### src/hdl/loader_settings.svh
`ifndef LOADER_SETTINGS_SVH
`define LOADER_SETTINGS_SVH

// host word and ram geometry
`define WORD_BITS        16
`define FM_WORDS         16
`define KERNEL_TAPS      9    // 3x3 kernel
`define LAYER_ADDR_BITS  19
`define WEIGHT_ADDR_BITS 10
`define BIAS_ADDR_BITS   9

// kernel depth per conv layer scaled down from alexnet
`define CONV1_DEPTH 3
`define CONV2_DEPTH 2
`define CONV3_DEPTH 2
`define CONV4_DEPTH 3
`define CONV5_DEPTH 2

`endif

### src/hdl/alexnet_layer_pkg.sv
`default_nettype none

`include "loader_settings.svh"

package alexnet_layer_pkg;

    typedef enum logic [3:0] {
        IDLE  = 4'd0,
        CONV1, POOL1,
        CONV2, POOL2,
        CONV3, CONV4, CONV5, POOL5,
        FC6, FC7,
        FC8   = 4'd11
    } layer_t;

    typedef logic [3:0] depth_t;   // rows per kernel

    function automatic logic is_conv(layer_t layer);
        return layer inside {CONV1, CONV2, CONV3, CONV4, CONV5};
    endfunction

    // pool and fc layers take no kernels
    function automatic depth_t kernel_depth(layer_t layer);
        case (layer)
            CONV1:   return depth_t'(`CONV1_DEPTH);
            CONV2:   return depth_t'(`CONV2_DEPTH);
            CONV3:   return depth_t'(`CONV3_DEPTH);
            CONV4:   return depth_t'(`CONV4_DEPTH);
            CONV5:   return depth_t'(`CONV5_DEPTH);
            default: return '0;
        endcase
    endfunction

endpackage

`default_nettype wire

### src/hdl/ram_port_pkg.sv
`default_nettype none

`include "loader_settings.svh"

package ram_port_pkg;

    typedef logic [`WORD_BITS-1:0] data_word_t;

    // ram address widths
    typedef logic [`LAYER_ADDR_BITS-1:0]  layer_addr_t;
    typedef logic [`WEIGHT_ADDR_BITS-1:0] weight_addr_t;
    typedef logic [`BIAS_ADDR_BITS-1:0]   bias_addr_t;

    // one kernel row with tap 0 in the low word
    typedef logic [`KERNEL_TAPS*`WORD_BITS-1:0] weight_row_t;

endpackage

`default_nettype wire

### src/hdl/word_stream_if.sv
`default_nettype none

interface word_stream_if;
    import ram_port_pkg::*;

    logic       valid;
    logic       ready;
    data_word_t data;
    logic       busy;      // job selected by the source
    logic       finish;    // sink has taken its last word

    modport source (output valid, output data, output busy, input ready, input finish);
    modport sink (input valid, input data, input busy, output ready, output finish);

endinterface

`default_nettype wire

### src/hdl/fm_loader.sv
`default_nettype none

`include "loader_settings.svh"

module fm_loader (
    input  wire                         clk,
    input  wire                         pcieRst,
    word_stream_if.sink                 fm_stream,
    output logic                        layer_write_en,
    output ram_port_pkg::layer_addr_t   layer_write_addr,
    output ram_port_pkg::data_word_t    layer_write_data
);
    import ram_port_pkg::*;

    layer_addr_t fm_count;    // next write address
    logic        accept;

    assign accept = fm_stream.valid && fm_stream.ready;
    assign fm_stream.ready = fm_stream.busy && !fm_stream.finish;

    always_ff @(posedge clk or posedge pcieRst) begin
        if (pcieRst) begin
            fm_count         <= '0;
            layer_write_en   <= 1'b0;
            fm_stream.finish <= 1'b0;
        end else begin
            layer_write_en <= accept;
            if (!fm_stream.busy) begin
                fm_count         <= '0;
                fm_stream.finish <= 1'b0;
            end else if (accept) begin
                fm_count <= fm_count + 1'b1;
                if (fm_count == layer_addr_t'(`FM_WORDS - 1))
                    fm_stream.finish <= 1'b1;
            end
        end
    end

    always_ff @(posedge clk) begin
        if (accept) begin
            layer_write_addr <= fm_count;
            layer_write_data <= fm_stream.data;
        end
    end

endmodule

`default_nettype wire

### src/hdl/load_sequencer.sv
`default_nettype none

module load_sequencer (
    input  wire                         clk,
    input  wire                         pcieRst,
    input  wire alexnet_layer_pkg::layer_t run_layer,
    input  wire                         load_fm,
    input  wire                         update_weight,
    input  wire                         update_bias,
    input  wire ram_port_pkg::bias_addr_t update_bias_addr,
    input  wire                         host_valid,
    output logic                        host_ready,
    input  wire ram_port_pkg::data_word_t host_data,
    word_stream_if.source               fm_stream,
    word_stream_if.source               weight_stream,
    output alexnet_layer_pkg::layer_t   current_layer,
    output logic                        pcie_data_ready,
    output logic                        update_weight_done,
    output logic                        update_bias_done,
    output logic                        bias_write_en,
    output ram_port_pkg::bias_addr_t    bias_write_addr,
    output ram_port_pkg::data_word_t    bias_write_data
);
    import alexnet_layer_pkg::*;

    typedef enum logic [1:0] {
        S_IDLE,
        S_FM,
        S_WEIGHT,
        S_BIAS
    } seq_state_t;

    seq_state_t state;
    logic       layer_change;
    logic       bias_ready;

    assign layer_change = run_layer != current_layer;

    ////////////////////////////////////////
    // host stream routing

    assign fm_stream.busy  = state == S_FM;
    assign fm_stream.valid = host_valid && state == S_FM;
    assign fm_stream.data  = host_data;

    assign weight_stream.busy  = state == S_WEIGHT;
    assign weight_stream.valid = host_valid && state == S_WEIGHT;
    assign weight_stream.data  = host_data;

    assign bias_ready = state == S_BIAS && !bias_write_en;    // single word
    assign host_ready = fm_stream.ready || weight_stream.ready || bias_ready;

    ////////////////////////////////////////
    // layer tracking and job selection

    always_ff @(posedge clk or posedge pcieRst) begin
        if (pcieRst) begin
            current_layer <= IDLE;
        end else begin
            current_layer <= run_layer;
        end
    end

    always_ff @(posedge clk or posedge pcieRst) begin
        if (pcieRst) begin
            state <= S_IDLE;
        end else begin
            case (state)
                S_IDLE: begin
                    if (current_layer == IDLE && load_fm && !pcie_data_ready)
                        state <= S_FM;
                    else if (is_conv(current_layer) && update_weight && !update_weight_done)
                        state <= S_WEIGHT;
                    else if (is_conv(current_layer) && update_bias && !update_bias_done)
                        state <= S_BIAS;
                end
                S_FM:     if (fm_stream.finish) state <= S_IDLE;
                S_WEIGHT: if (weight_stream.finish) state <= S_IDLE;
                S_BIAS:   if (bias_write_en) state <= S_IDLE;    // write cycle ends it
                default:  state <= S_IDLE;
            endcase
        end
    end

    ////////////////////////////////////////
    // bias write and status flags

    always_ff @(posedge clk or posedge pcieRst) begin
        if (pcieRst) begin
            bias_write_en <= 1'b0;
        end else begin
            bias_write_en <= bias_ready && host_valid;
        end
    end

    always_ff @(posedge clk) begin
        if (bias_ready && host_valid) begin
            bias_write_addr <= update_bias_addr;
            bias_write_data <= host_data;
        end
    end

    always_ff @(posedge clk or posedge pcieRst) begin
        if (pcieRst) begin
            pcie_data_ready    <= 1'b0;
            update_weight_done <= 1'b0;
            update_bias_done   <= 1'b0;
        end else begin
            if (state == S_FM && fm_stream.finish)
                pcie_data_ready <= 1'b1;    // held until reset

            if (layer_change || !update_weight)
                update_weight_done <= 1'b0;
            else if (state == S_WEIGHT && weight_stream.finish)
                update_weight_done <= 1'b1;

            if (layer_change || !update_bias)
                update_bias_done <= 1'b0;
            else if (bias_write_en)
                update_bias_done <= 1'b1;
        end
    end

endmodule

`default_nettype wire

### src/hdl/pcie_controller.sv
`default_nettype none

module pcie_controller (
    input  wire                            clk,
    input  wire                            pcieRst,
    input  wire alexnet_layer_pkg::layer_t run_layer,
    input  wire                            load_fm,
    input  wire                            update_weight,
    input  wire ram_port_pkg::weight_addr_t update_weight_addr,
    input  wire                            update_bias,
    input  wire ram_port_pkg::bias_addr_t  update_bias_addr,
    input  wire                            host_valid,
    output logic                           host_ready,
    input  wire ram_port_pkg::data_word_t  host_data,
    output logic                           pcie_data_ready,
    output logic                           update_weight_done,
    output logic                           update_bias_done,
    output logic                           layer_write_en,
    output ram_port_pkg::layer_addr_t      layer_write_addr,
    output ram_port_pkg::data_word_t       layer_write_data,
    output logic                           weight_write_en,
    output ram_port_pkg::weight_addr_t     weight_write_addr,
    output ram_port_pkg::weight_row_t      weight_write_data,
    output logic                           bias_write_en,
    output ram_port_pkg::bias_addr_t       bias_write_addr,
    output ram_port_pkg::data_word_t       bias_write_data
);
    import alexnet_layer_pkg::*;

    layer_t current_layer;

    word_stream_if fm_stream ();
    word_stream_if weight_stream ();

    load_sequencer u_load_sequencer (
        .clk                (clk),
        .pcieRst            (pcieRst),
        .run_layer          (run_layer),
        .load_fm            (load_fm),
        .update_weight      (update_weight),
        .update_bias        (update_bias),
        .update_bias_addr   (update_bias_addr),
        .host_valid         (host_valid),
        .host_ready         (host_ready),
        .host_data          (host_data),
        .fm_stream          (fm_stream.source),
        .weight_stream      (weight_stream.source),
        .current_layer      (current_layer),
        .pcie_data_ready    (pcie_data_ready),
        .update_weight_done (update_weight_done),
        .update_bias_done   (update_bias_done),
        .bias_write_en      (bias_write_en),
        .bias_write_addr    (bias_write_addr),
        .bias_write_data    (bias_write_data)
    );

    fm_loader u_fm_loader (
        .clk              (clk),
        .pcieRst          (pcieRst),
        .fm_stream        (fm_stream.sink),
        .layer_write_en   (layer_write_en),
        .layer_write_addr (layer_write_addr),
        .layer_write_data (layer_write_data)
    );

    weight_packer u_weight_packer (
        .clk                (clk),
        .pcieRst            (pcieRst),
        .current_layer      (current_layer),
        .update_weight_addr (update_weight_addr),
        .weight_stream      (weight_stream.sink),
        .weight_write_en    (weight_write_en),
        .weight_write_addr  (weight_write_addr),
        .weight_write_data  (weight_write_data)
    );

endmodule

`default_nettype wire

### src/hdl/weight_packer.sv
`default_nettype none

`include "loader_settings.svh"

module weight_packer (
    input  wire                           clk,
    input  wire                           pcieRst,
    input  wire alexnet_layer_pkg::layer_t current_layer,
    input  wire ram_port_pkg::weight_addr_t update_weight_addr,
    word_stream_if.sink                   weight_stream,
    output logic                          weight_write_en,
    output ram_port_pkg::weight_addr_t    weight_write_addr,
    output ram_port_pkg::weight_row_t     weight_write_data
);
    import alexnet_layer_pkg::*;
    import ram_port_pkg::*;

    logic [$clog2(`KERNEL_TAPS)-1:0] tap_cnt;
    depth_t                          row_cnt;
    logic                            accept;
    logic                            row_full;
    logic                            last_row;

    assign accept   = weight_stream.valid && weight_stream.ready;
    assign row_full = tap_cnt == `KERNEL_TAPS - 1;
    assign last_row = row_cnt == kernel_depth(current_layer) - 1'b1;

    assign weight_stream.ready = weight_stream.busy && !weight_stream.finish;

    ////////////////////////////////////////
    // tap and row counting

    always_ff @(posedge clk or posedge pcieRst) begin
        if (pcieRst) begin
            tap_cnt              <= '0;
            row_cnt              <= '0;
            weight_write_en      <= 1'b0;
            weight_stream.finish <= 1'b0;
        end else begin
            weight_write_en <= accept && row_full;
            if (!weight_stream.busy) begin
                tap_cnt              <= '0;
                row_cnt              <= '0;
                weight_stream.finish <= 1'b0;
            end else if (accept) begin
                if (row_full) begin
                    tap_cnt <= '0;
                    row_cnt <= row_cnt + 1'b1;
                    if (last_row)
                        weight_stream.finish <= 1'b1;    // kernel complete
                end else begin
                    tap_cnt <= tap_cnt + 1'b1;
                end
            end
        end
    end

    ////////////////////////////////////////
    // row assembly

    // taps enter at the top, so the first word ends up lowest
    always_ff @(posedge clk) begin
        if (accept)
            weight_write_data <= {weight_stream.data,
                                  weight_write_data[$bits(weight_row_t)-1:`WORD_BITS]};
        if (accept && row_full)
            weight_write_addr <= update_weight_addr + weight_addr_t'(row_cnt);
    end

endmodule

`default_nettype wire

### config.mk
export PLATFORM = sky130hd
export DESIGN_NAME = pcie_controller
export DESIGN_NICKNAME = d
export VERILOG_FILES = /design/src/hdl/alexnet_layer_pkg.sv /design/src/hdl/ram_port_pkg.sv /design/src/hdl/word_stream_if.sv /design/src/hdl/fm_loader.sv /design/src/hdl/load_sequencer.sv /design/src/hdl/pcie_controller.sv /design/src/hdl/weight_packer.sv
export VERILOG_INCLUDE_DIRS = /design/src /design/src/hdl
export SDC_FILE = /design/constraint.sdc
export NUM_CORES = 1
export LEC_CHECK = 0
export BUFFER_PORTS_ARGS = -buffer_cell sky130_fd_sc_hd__buf_2
export CAP_MARGIN = 5
export CORE_ASPECT_RATIO = 1.4
export CORE_UTILIZATION = 51
export DETAILED_ROUTE_END_ITERATION = 10
export PLACE_DENSITY = 0.9
export SYNTH_ARGS = -nofsm -noshare
export SYNTH_HDL_FRONTEND = slang
export SYNTH_SLANG_ARGS = --single-unit
### constraint.sdc
create_clock -name clk -period 6.1 [get_ports clk]
set_input_delay 0 -clock clk [delete_from_list [all_inputs] [get_ports clk]]
set_output_delay 0 -clock clk [all_outputs]
set_load 0.05 [all_outputs]
# Word-level counts from Yosys, hierarchy flattened

Index checks and enable logic that the tools add are counted.

Flip-flop bits (word level): 255

Add/subtract/negate cells: 5
Equality and inequality tests: 21
Multiplexer cells: 27
Reduce and logical (&&, ||, !) cells: 40

Operator list:

| cell                                                                    | number |
|---|---|
| 19-bit two-way mux                                                      | 2 |
| 4-bit two-way mux                                                       | 6 |
| 19-bit by 1-bit adder with 19-bit output, second input constant         | 1 |
| 19-bit by 4-bit == test with 1-bit output, second input constant        | 1 |
| 1-bit logical AND                                                       | 17 |
| 2-bit inequality test, second input constant                            | 7 |
| 4-bit by 3-bit == test with 1-bit output, second input constant         | 3 |
| 2-bit two-way mux                                                       | 6 |
| 1-bit two-way mux                                                       | 11 |
| 10-bit by 4-bit adder with 10-bit output                                | 1 |
| 4-bit by 1-bit adder with 4-bit output, second input constant           | 2 |
| 1-bit zero test                                                         | 8 |
| 2-bit one-hot mux with 4 select lines                                   | 1 |
| 5-bit nonzero test                                                      | 1 |
| 2-bit == test, second input constant                                    | 2 |
| 4-bit by 1-bit == test with 1-bit output, second input constant         | 1 |
| 4-bit by 2-bit == test with 1-bit output, second input constant         | 1 |
| 4-bit == test                                                           | 1 |
| 4-bit == test, second input constant                                    | 1 |
| 4-bit zero test                                                         | 1 |
| 1-bit logical OR                                                        | 4 |
| 4-bit by 1-bit inequality test with 1-bit output, second input constant | 1 |
| 4-bit inequality test                                                   | 1 |
| 2-bit one-hot mux with 2 select lines                                   | 1 |
| other kinds (10)                                                        | 12 |

# Longest topological paths before layout

Depth after elaboration: 9
Depth in mapped cells: 7

# Modules after synthesis

A second synthesis with hierarchy kept.

Cell total of the unflattened synthesis: 502
Area total of the unflattened synthesis: 9142.5 um^2

By module, submodules not included:

| module         | instances | cells each | area each (um^2) | seq. area each (um^2) |
|---|---|---|---|---|
| weight_packer  | 1         | 257        | 5484.0           | 4874.7 |
| fm_loader      | 1         | 146        | 2195.9           | 1576.5 |
| load_sequencer | 1         | 99         | 1462.7           | 1001.0 |

# Worst setup path before layout

Ideal clock, no wire load.

Kind: reg-to-reg
From: register u_load_sequencer.state[0]
To: register u_weight_packer.row_cnt[1]
Arrival: 4463 ps
Slack: 1509 ps
Stages on the path, launching flop included: 7
Cell sequence: dfrtp_1 nand4bb_1 inv_1 and2_1 buf_2 mux2i_1 nor2_1

Cells in the longest elaborated chain, start to end: 5

Ends and longest elaborated chain:

| item                                        | RTL line                                   | text |
|---|---|---|
| start: declaration                          | load_sequencer.sv:33                       | `seq_state_t state;` |
| start signal: assignment                    | load_sequencer.sv:66                       | `state <= S_IDLE;` |
| start signal: assignment                    | load_sequencer.sv:71                       | `state <= S_FM;` |
| start signal: assignment                    | load_sequencer.sv:73                       | `state <= S_WEIGHT;` |
| 2-bit == test (*)                           | load_sequencer.sv:46, load_sequencer.sv:47 |  |
| 1-bit logical AND, on equally long branches | load_sequencer.sv:47, weight_packer.sv:28  |  |
| 1-bit logical AND (*)                       | weight_packer.sv:24                        | `assign accept = weight_stream.valid && weight_stream.ready;` |
| via u_weight_packer.accept                  | weight_packer.sv:20                        | `logic accept;` |
| 2-bit inequality test (no source line) (*)  | n/a                                        |  |
| 2-bit AND reduction (no source line) (*)    | n/a                                        |  |
| end signal: assignment                      | weight_packer.sv:48                        | `row_cnt <= row_cnt + 1'b1;` |
| end: declaration                            | weight_packer.sv:19                        | `depth_t row_cnt;` |

Mark *: on every way through the listed nets, which the timed path passes. The rest lies on a longest branch.
A chain may end at the register's enable or synchronous reset.

# Final worst setup path

From: register u_load_sequencer.state[1]
To: register u_weight_packer.row_cnt[2]

Same word-level chain as after synthesis.

==> reports/results.ini <==
[cts]
cts_resized = 0
path_clk_slew_ns = 0.06
holdBufCountCts = 45
h-tree-depth = 1
post-cts-setup-buffers = 0
numCtsBuffers = 23
cts_tree = yes
cts-root-buf = clkbuf_16
clk_latency_ns = 0.50
cts_max_path_buffers = 3
clock_sinks = 255

[synth]
avgSynthCellArea_sq_um = 19.41
synth-edff-count = 214
yosysUniqueCellTypes = 52
ys_seq_area_share_pct = 84.75
dominantRegCellSynth = edfxtp_1
syn_inst = 453
ys_ff_latch = 255
yosysWarningCount = 0
syn_nets = 507
async_flop_share_pct = 16.08
synthesis.area_sq_um = 8793

[critical_path]
cp.required_ns = 6.48
cp-start-kind = flop
r2r_setup_slack_ns = 3.17
r2r-end = u_weight_packer.row_cnt[2]$_DFFE_PP0P_
crit_type = reg2reg
path_max_fanout = 91
cp-end-kind = flop
reg2regPathDepth = 6
crit_start = u_load_sequencer.state[1]$_DFFE_PP0P_
reg2reg_from = u_load_sequencer.state[1]$_DFFE_PP0P_
cp-endpoint = u_weight_packer.row_cnt[2]$_DFFE_PP0P_
critPathArrivalTime_ns = 3.31

[pwr]
seqPwrFrac_pct = 50.0
max-vdd-ir-drop_mv = 0.2792
p_int_w = 0.003003
clkPwrFrac_pct = 30.7
leakage_nw = 4.534
power_switching_w = 0.001352
p_total_w = 0.004355
comb_power_share_pct = 19.3
p_sw_share_pct = 31.05
power_density_nw_per_um2 = 379.5

[job]
maxCapViolations = 0

[place]
placed_area_sq_um = 10340
dp_hpwl_microns = 12170
gp_congestion = 0.8124
io_buffers = 265

[floorplan]
die_w_microns = 113.0
start_util_pct = 52.29
io_pins = 266
row_count = 56
die-area_sq_um = 17780
core_sq_um = 16820
die_h_microns = 157.4

[detailed_routing]
wl_microns = 18760
drtIter0Drc = 465
via_per_inst = 5.280
route.vias.total = 5269
met1Wirelength_microns = 7085
drt-pass1-iter-count = 4
drc = 0
wl_per_cell_microns = 18.80
highest_layer = met4
ant_nets = 0
wl_met2_microns = 9510
met3_length_microns = 1692

[sta]
slew_violations = 0
tightest_slew_ns = 1.124
fin_tns_setup_ns = 0
post-route-period-util_pct = 48.01
rsz0062_at_grt = false
hold_ws_ns = 0.05098
hold_violations = 0
max_slew_margin_pct = 25.04
min_period_ns = 2.928
skew_ns = 0.01832
clock.fmax_mhz = 341.5
finalSetupViolations = 0

[global_route]
grt_max_degree = 92
grt_pass1_vias = 5275
grt_remaining_overflow = 0
grtUsageTotal_pct = 20.55
grt_pass1_wl_microns = 27880
antenna_found_initial = 0

[final_layout]
antenna_cells = 0
area_delta_synth_final_pct = 30.52
nets = 834
final_area_sq_um = 11480
fill_cells = 1072
drive_gt1_share_pct = 38.24
final_util_pct = 68.25

[hold_path]
hold_path_class = in2reg

[status]
status = finished, final reports clean

registers in the layout, summed over array words and instances (netlist names):
register / cells
u_load_sequencer.bias_write_addr: 9
u_fm_loader.fm_stream.finish: 1
u_fm_loader.layer_write_en: 1
u_fm_loader.layer_write_data: 16
u_load_sequencer.current_layer: 4
u_load_sequencer.state: 2
u_weight_packer.weight_stream.finish: 1
u_load_sequencer.bias_write_en: 1
u_weight_packer.weight_write_addr: 10
u_weight_packer.weight_write_data: 144
u_load_sequencer.pcie_data_ready: 1
u_weight_packer.row_cnt: 4
u_load_sequencer.update_bias_done: 1
u_load_sequencer.bias_write_data: 16
u_weight_packer.tap_cnt: 4
u_fm_loader.fm_count: 19
u_fm_loader.layer_write_addr: 19
u_load_sequencer.update_weight_done: 1
u_weight_packer.weight_write_en: 1
synthesized netlist by cell type, types with 2 or more instances:
library cell    n  area [sq um]
inv_1           6         22.52
nor3b_1         3         22.52
buf_2           2         10.01
nand3_1         7         35.03
ha_1            8         100.1
or4_1           5         37.54
nand4_1         9         56.30
nor2b_1         3         18.77
xor2_1         12         105.1
a21oi_1        15         75.07
a21o_1          2         15.01
o31ai_1         6         45.04
mux2i_1         2         20.02
nand2b_1        4         25.02
or3_1           4         25.02
and2_1          4         25.02
o2111ai_1       2         17.52
nand2_1        16         60.06
and3_1          3         18.77
and4_1          2         17.52
buf_6           2         22.52
nor2_1         18         67.56
edfxtp_1      214          6426
dfrtp_1        41          1026
clkbuf_1        5         18.77
xnor2_1        13         113.9
nor3_1          6         30.03
nor4_1          3         18.77
and3b_1         3         26.28
o21ai_0        11         55.05
cell usage in the layout, fill, tap and decap left out, drive strengths merged, types with 2 or more instances in the layout:
| master | netlist | routed |
|---|---|---|
| ha | 8 | 8 |
| o2111ai | 3 | 3 |
| nor2 | 18 | 18 |
| nor3 | 6 | 6 |
| clkbuf | 6 | 33 |
| nor2b | 3 | 3 |
| a21oi | 15 | 15 |
| nand4 | 10 | 10 |
| buf | 5 | 268 |
| dlygate4sd3 | 0 | 45 |
| edfxtp | 214 | 214 |
| dfrtp | 41 | 41 |
| a21o | 2 | 2 |
| and4 | 2 | 2 |
| nand2 | 16 | 16 |
| clkinv | 0 | 6 |
| nand3 | 7 | 7 |
| or3 | 4 | 4 |
| o21ai | 11 | 11 |
| and3b | 3 | 3 |
| inv | 6 | 6 |
| mux2i | 2 | 2 |
| or4 | 5 | 5 |
| nor3b | 3 | 3 |
| xnor2 | 13 | 13 |
| nor4 | 3 | 3 |
| and3 | 3 | 3 |
| nand2b | 4 | 4 |
| xor2 | 12 | 12 |
| o31ai | 6 | 6 |
| and2 | 4 | 4 |
metrics by stage:
stage,std cells,setup slack [ns]
after floorplan,453,1.509
after global placement,913,3.290
after detailed placement,913,3.187
after CTS,998,3.150
after global routing,998,2.899
final,998,3.172
critical path, cell delays in order, from the launching register on:
cell	delay (ns)
dfrtp_1	0.55
nand4bb_1	0.34
inv_6	0.49
buf_4	0.88
nand3_1	0.20
xor2_1	0.19
nor2_1	0.06
area by class of cell:
cell class,count,area [sq um],area share (%)
multi-input cells,181,1255,10.93
inverters,6,27.53,0.2398
repair buffers,313,1799,15.68
flip-flops and latches,255,7452,64.93
clock buffers,33,623.1,5.429
clock inverters,7,66.31,0.5778
well taps,203,254.0,2.213
worst min path at each step:
stage	start	end	slack, ns	depth (start not counted)
floorplan	run_layer[0]	u_load_sequencer.current_layer[0]$_DFF_PP0_	0.03	0
global placement	run_layer[0]	u_load_sequencer.current_layer[0]$_DFF_PP0_	0.13	1
detailed placement	run_layer[1]	u_load_sequencer.current_layer[1]$_DFF_PP0_	0.13	1
CTS	update_weight_addr[2]	u_weight_packer.weight_write_addr[2]$_DFFE_PP_	0.04	3
global route	update_weight_addr[2]	u_weight_packer.weight_write_addr[2]$_DFFE_PP_	0.06	3
finish	update_weight_addr[2]	u_weight_packer.weight_write_addr[2]$_DFFE_PP_	0.05	3
cells by family (layout without fill, tap and decap cells):
kind of cell,count (synthesis),count (layout),share of synthesized area (%)
xor+xnor,25,25,2.490
buf+inv,17,359,0.9818
simple gates,98,98,6.531
mux,3,3,0.3557
fa+ha+maj,9,9,1.366
compound gates,46,46,3.529
flops,255,255,84.75
power groups by stage:
stage,registers (W),logic [W],clock network (W)
3_3_place_gp,0.00220,0.000808,0
3_5_place_dp,0.00221,0.000817,0
4_1_cts,0.00218,0.000843,0.00136
2_1_floorplan,0.00265,0.000183,0
6_report,0.00218,0.000841,0.00134
5_1_grt,0.00220,0.000878,0.00142
metal layers:
| metal | GRT usage [%] | up-vias |
|---|---|---|
| li1 | - | 2412 |
| met3 | 5.352 | 39 |
| met4 | 6.892 | 0 |
| met1 | 24.35 | 2515 |
| met2 | 36.51 | 303 |
| met5 | 0 | - |
No activity file was read; power rests on OpenSTA's default activity.
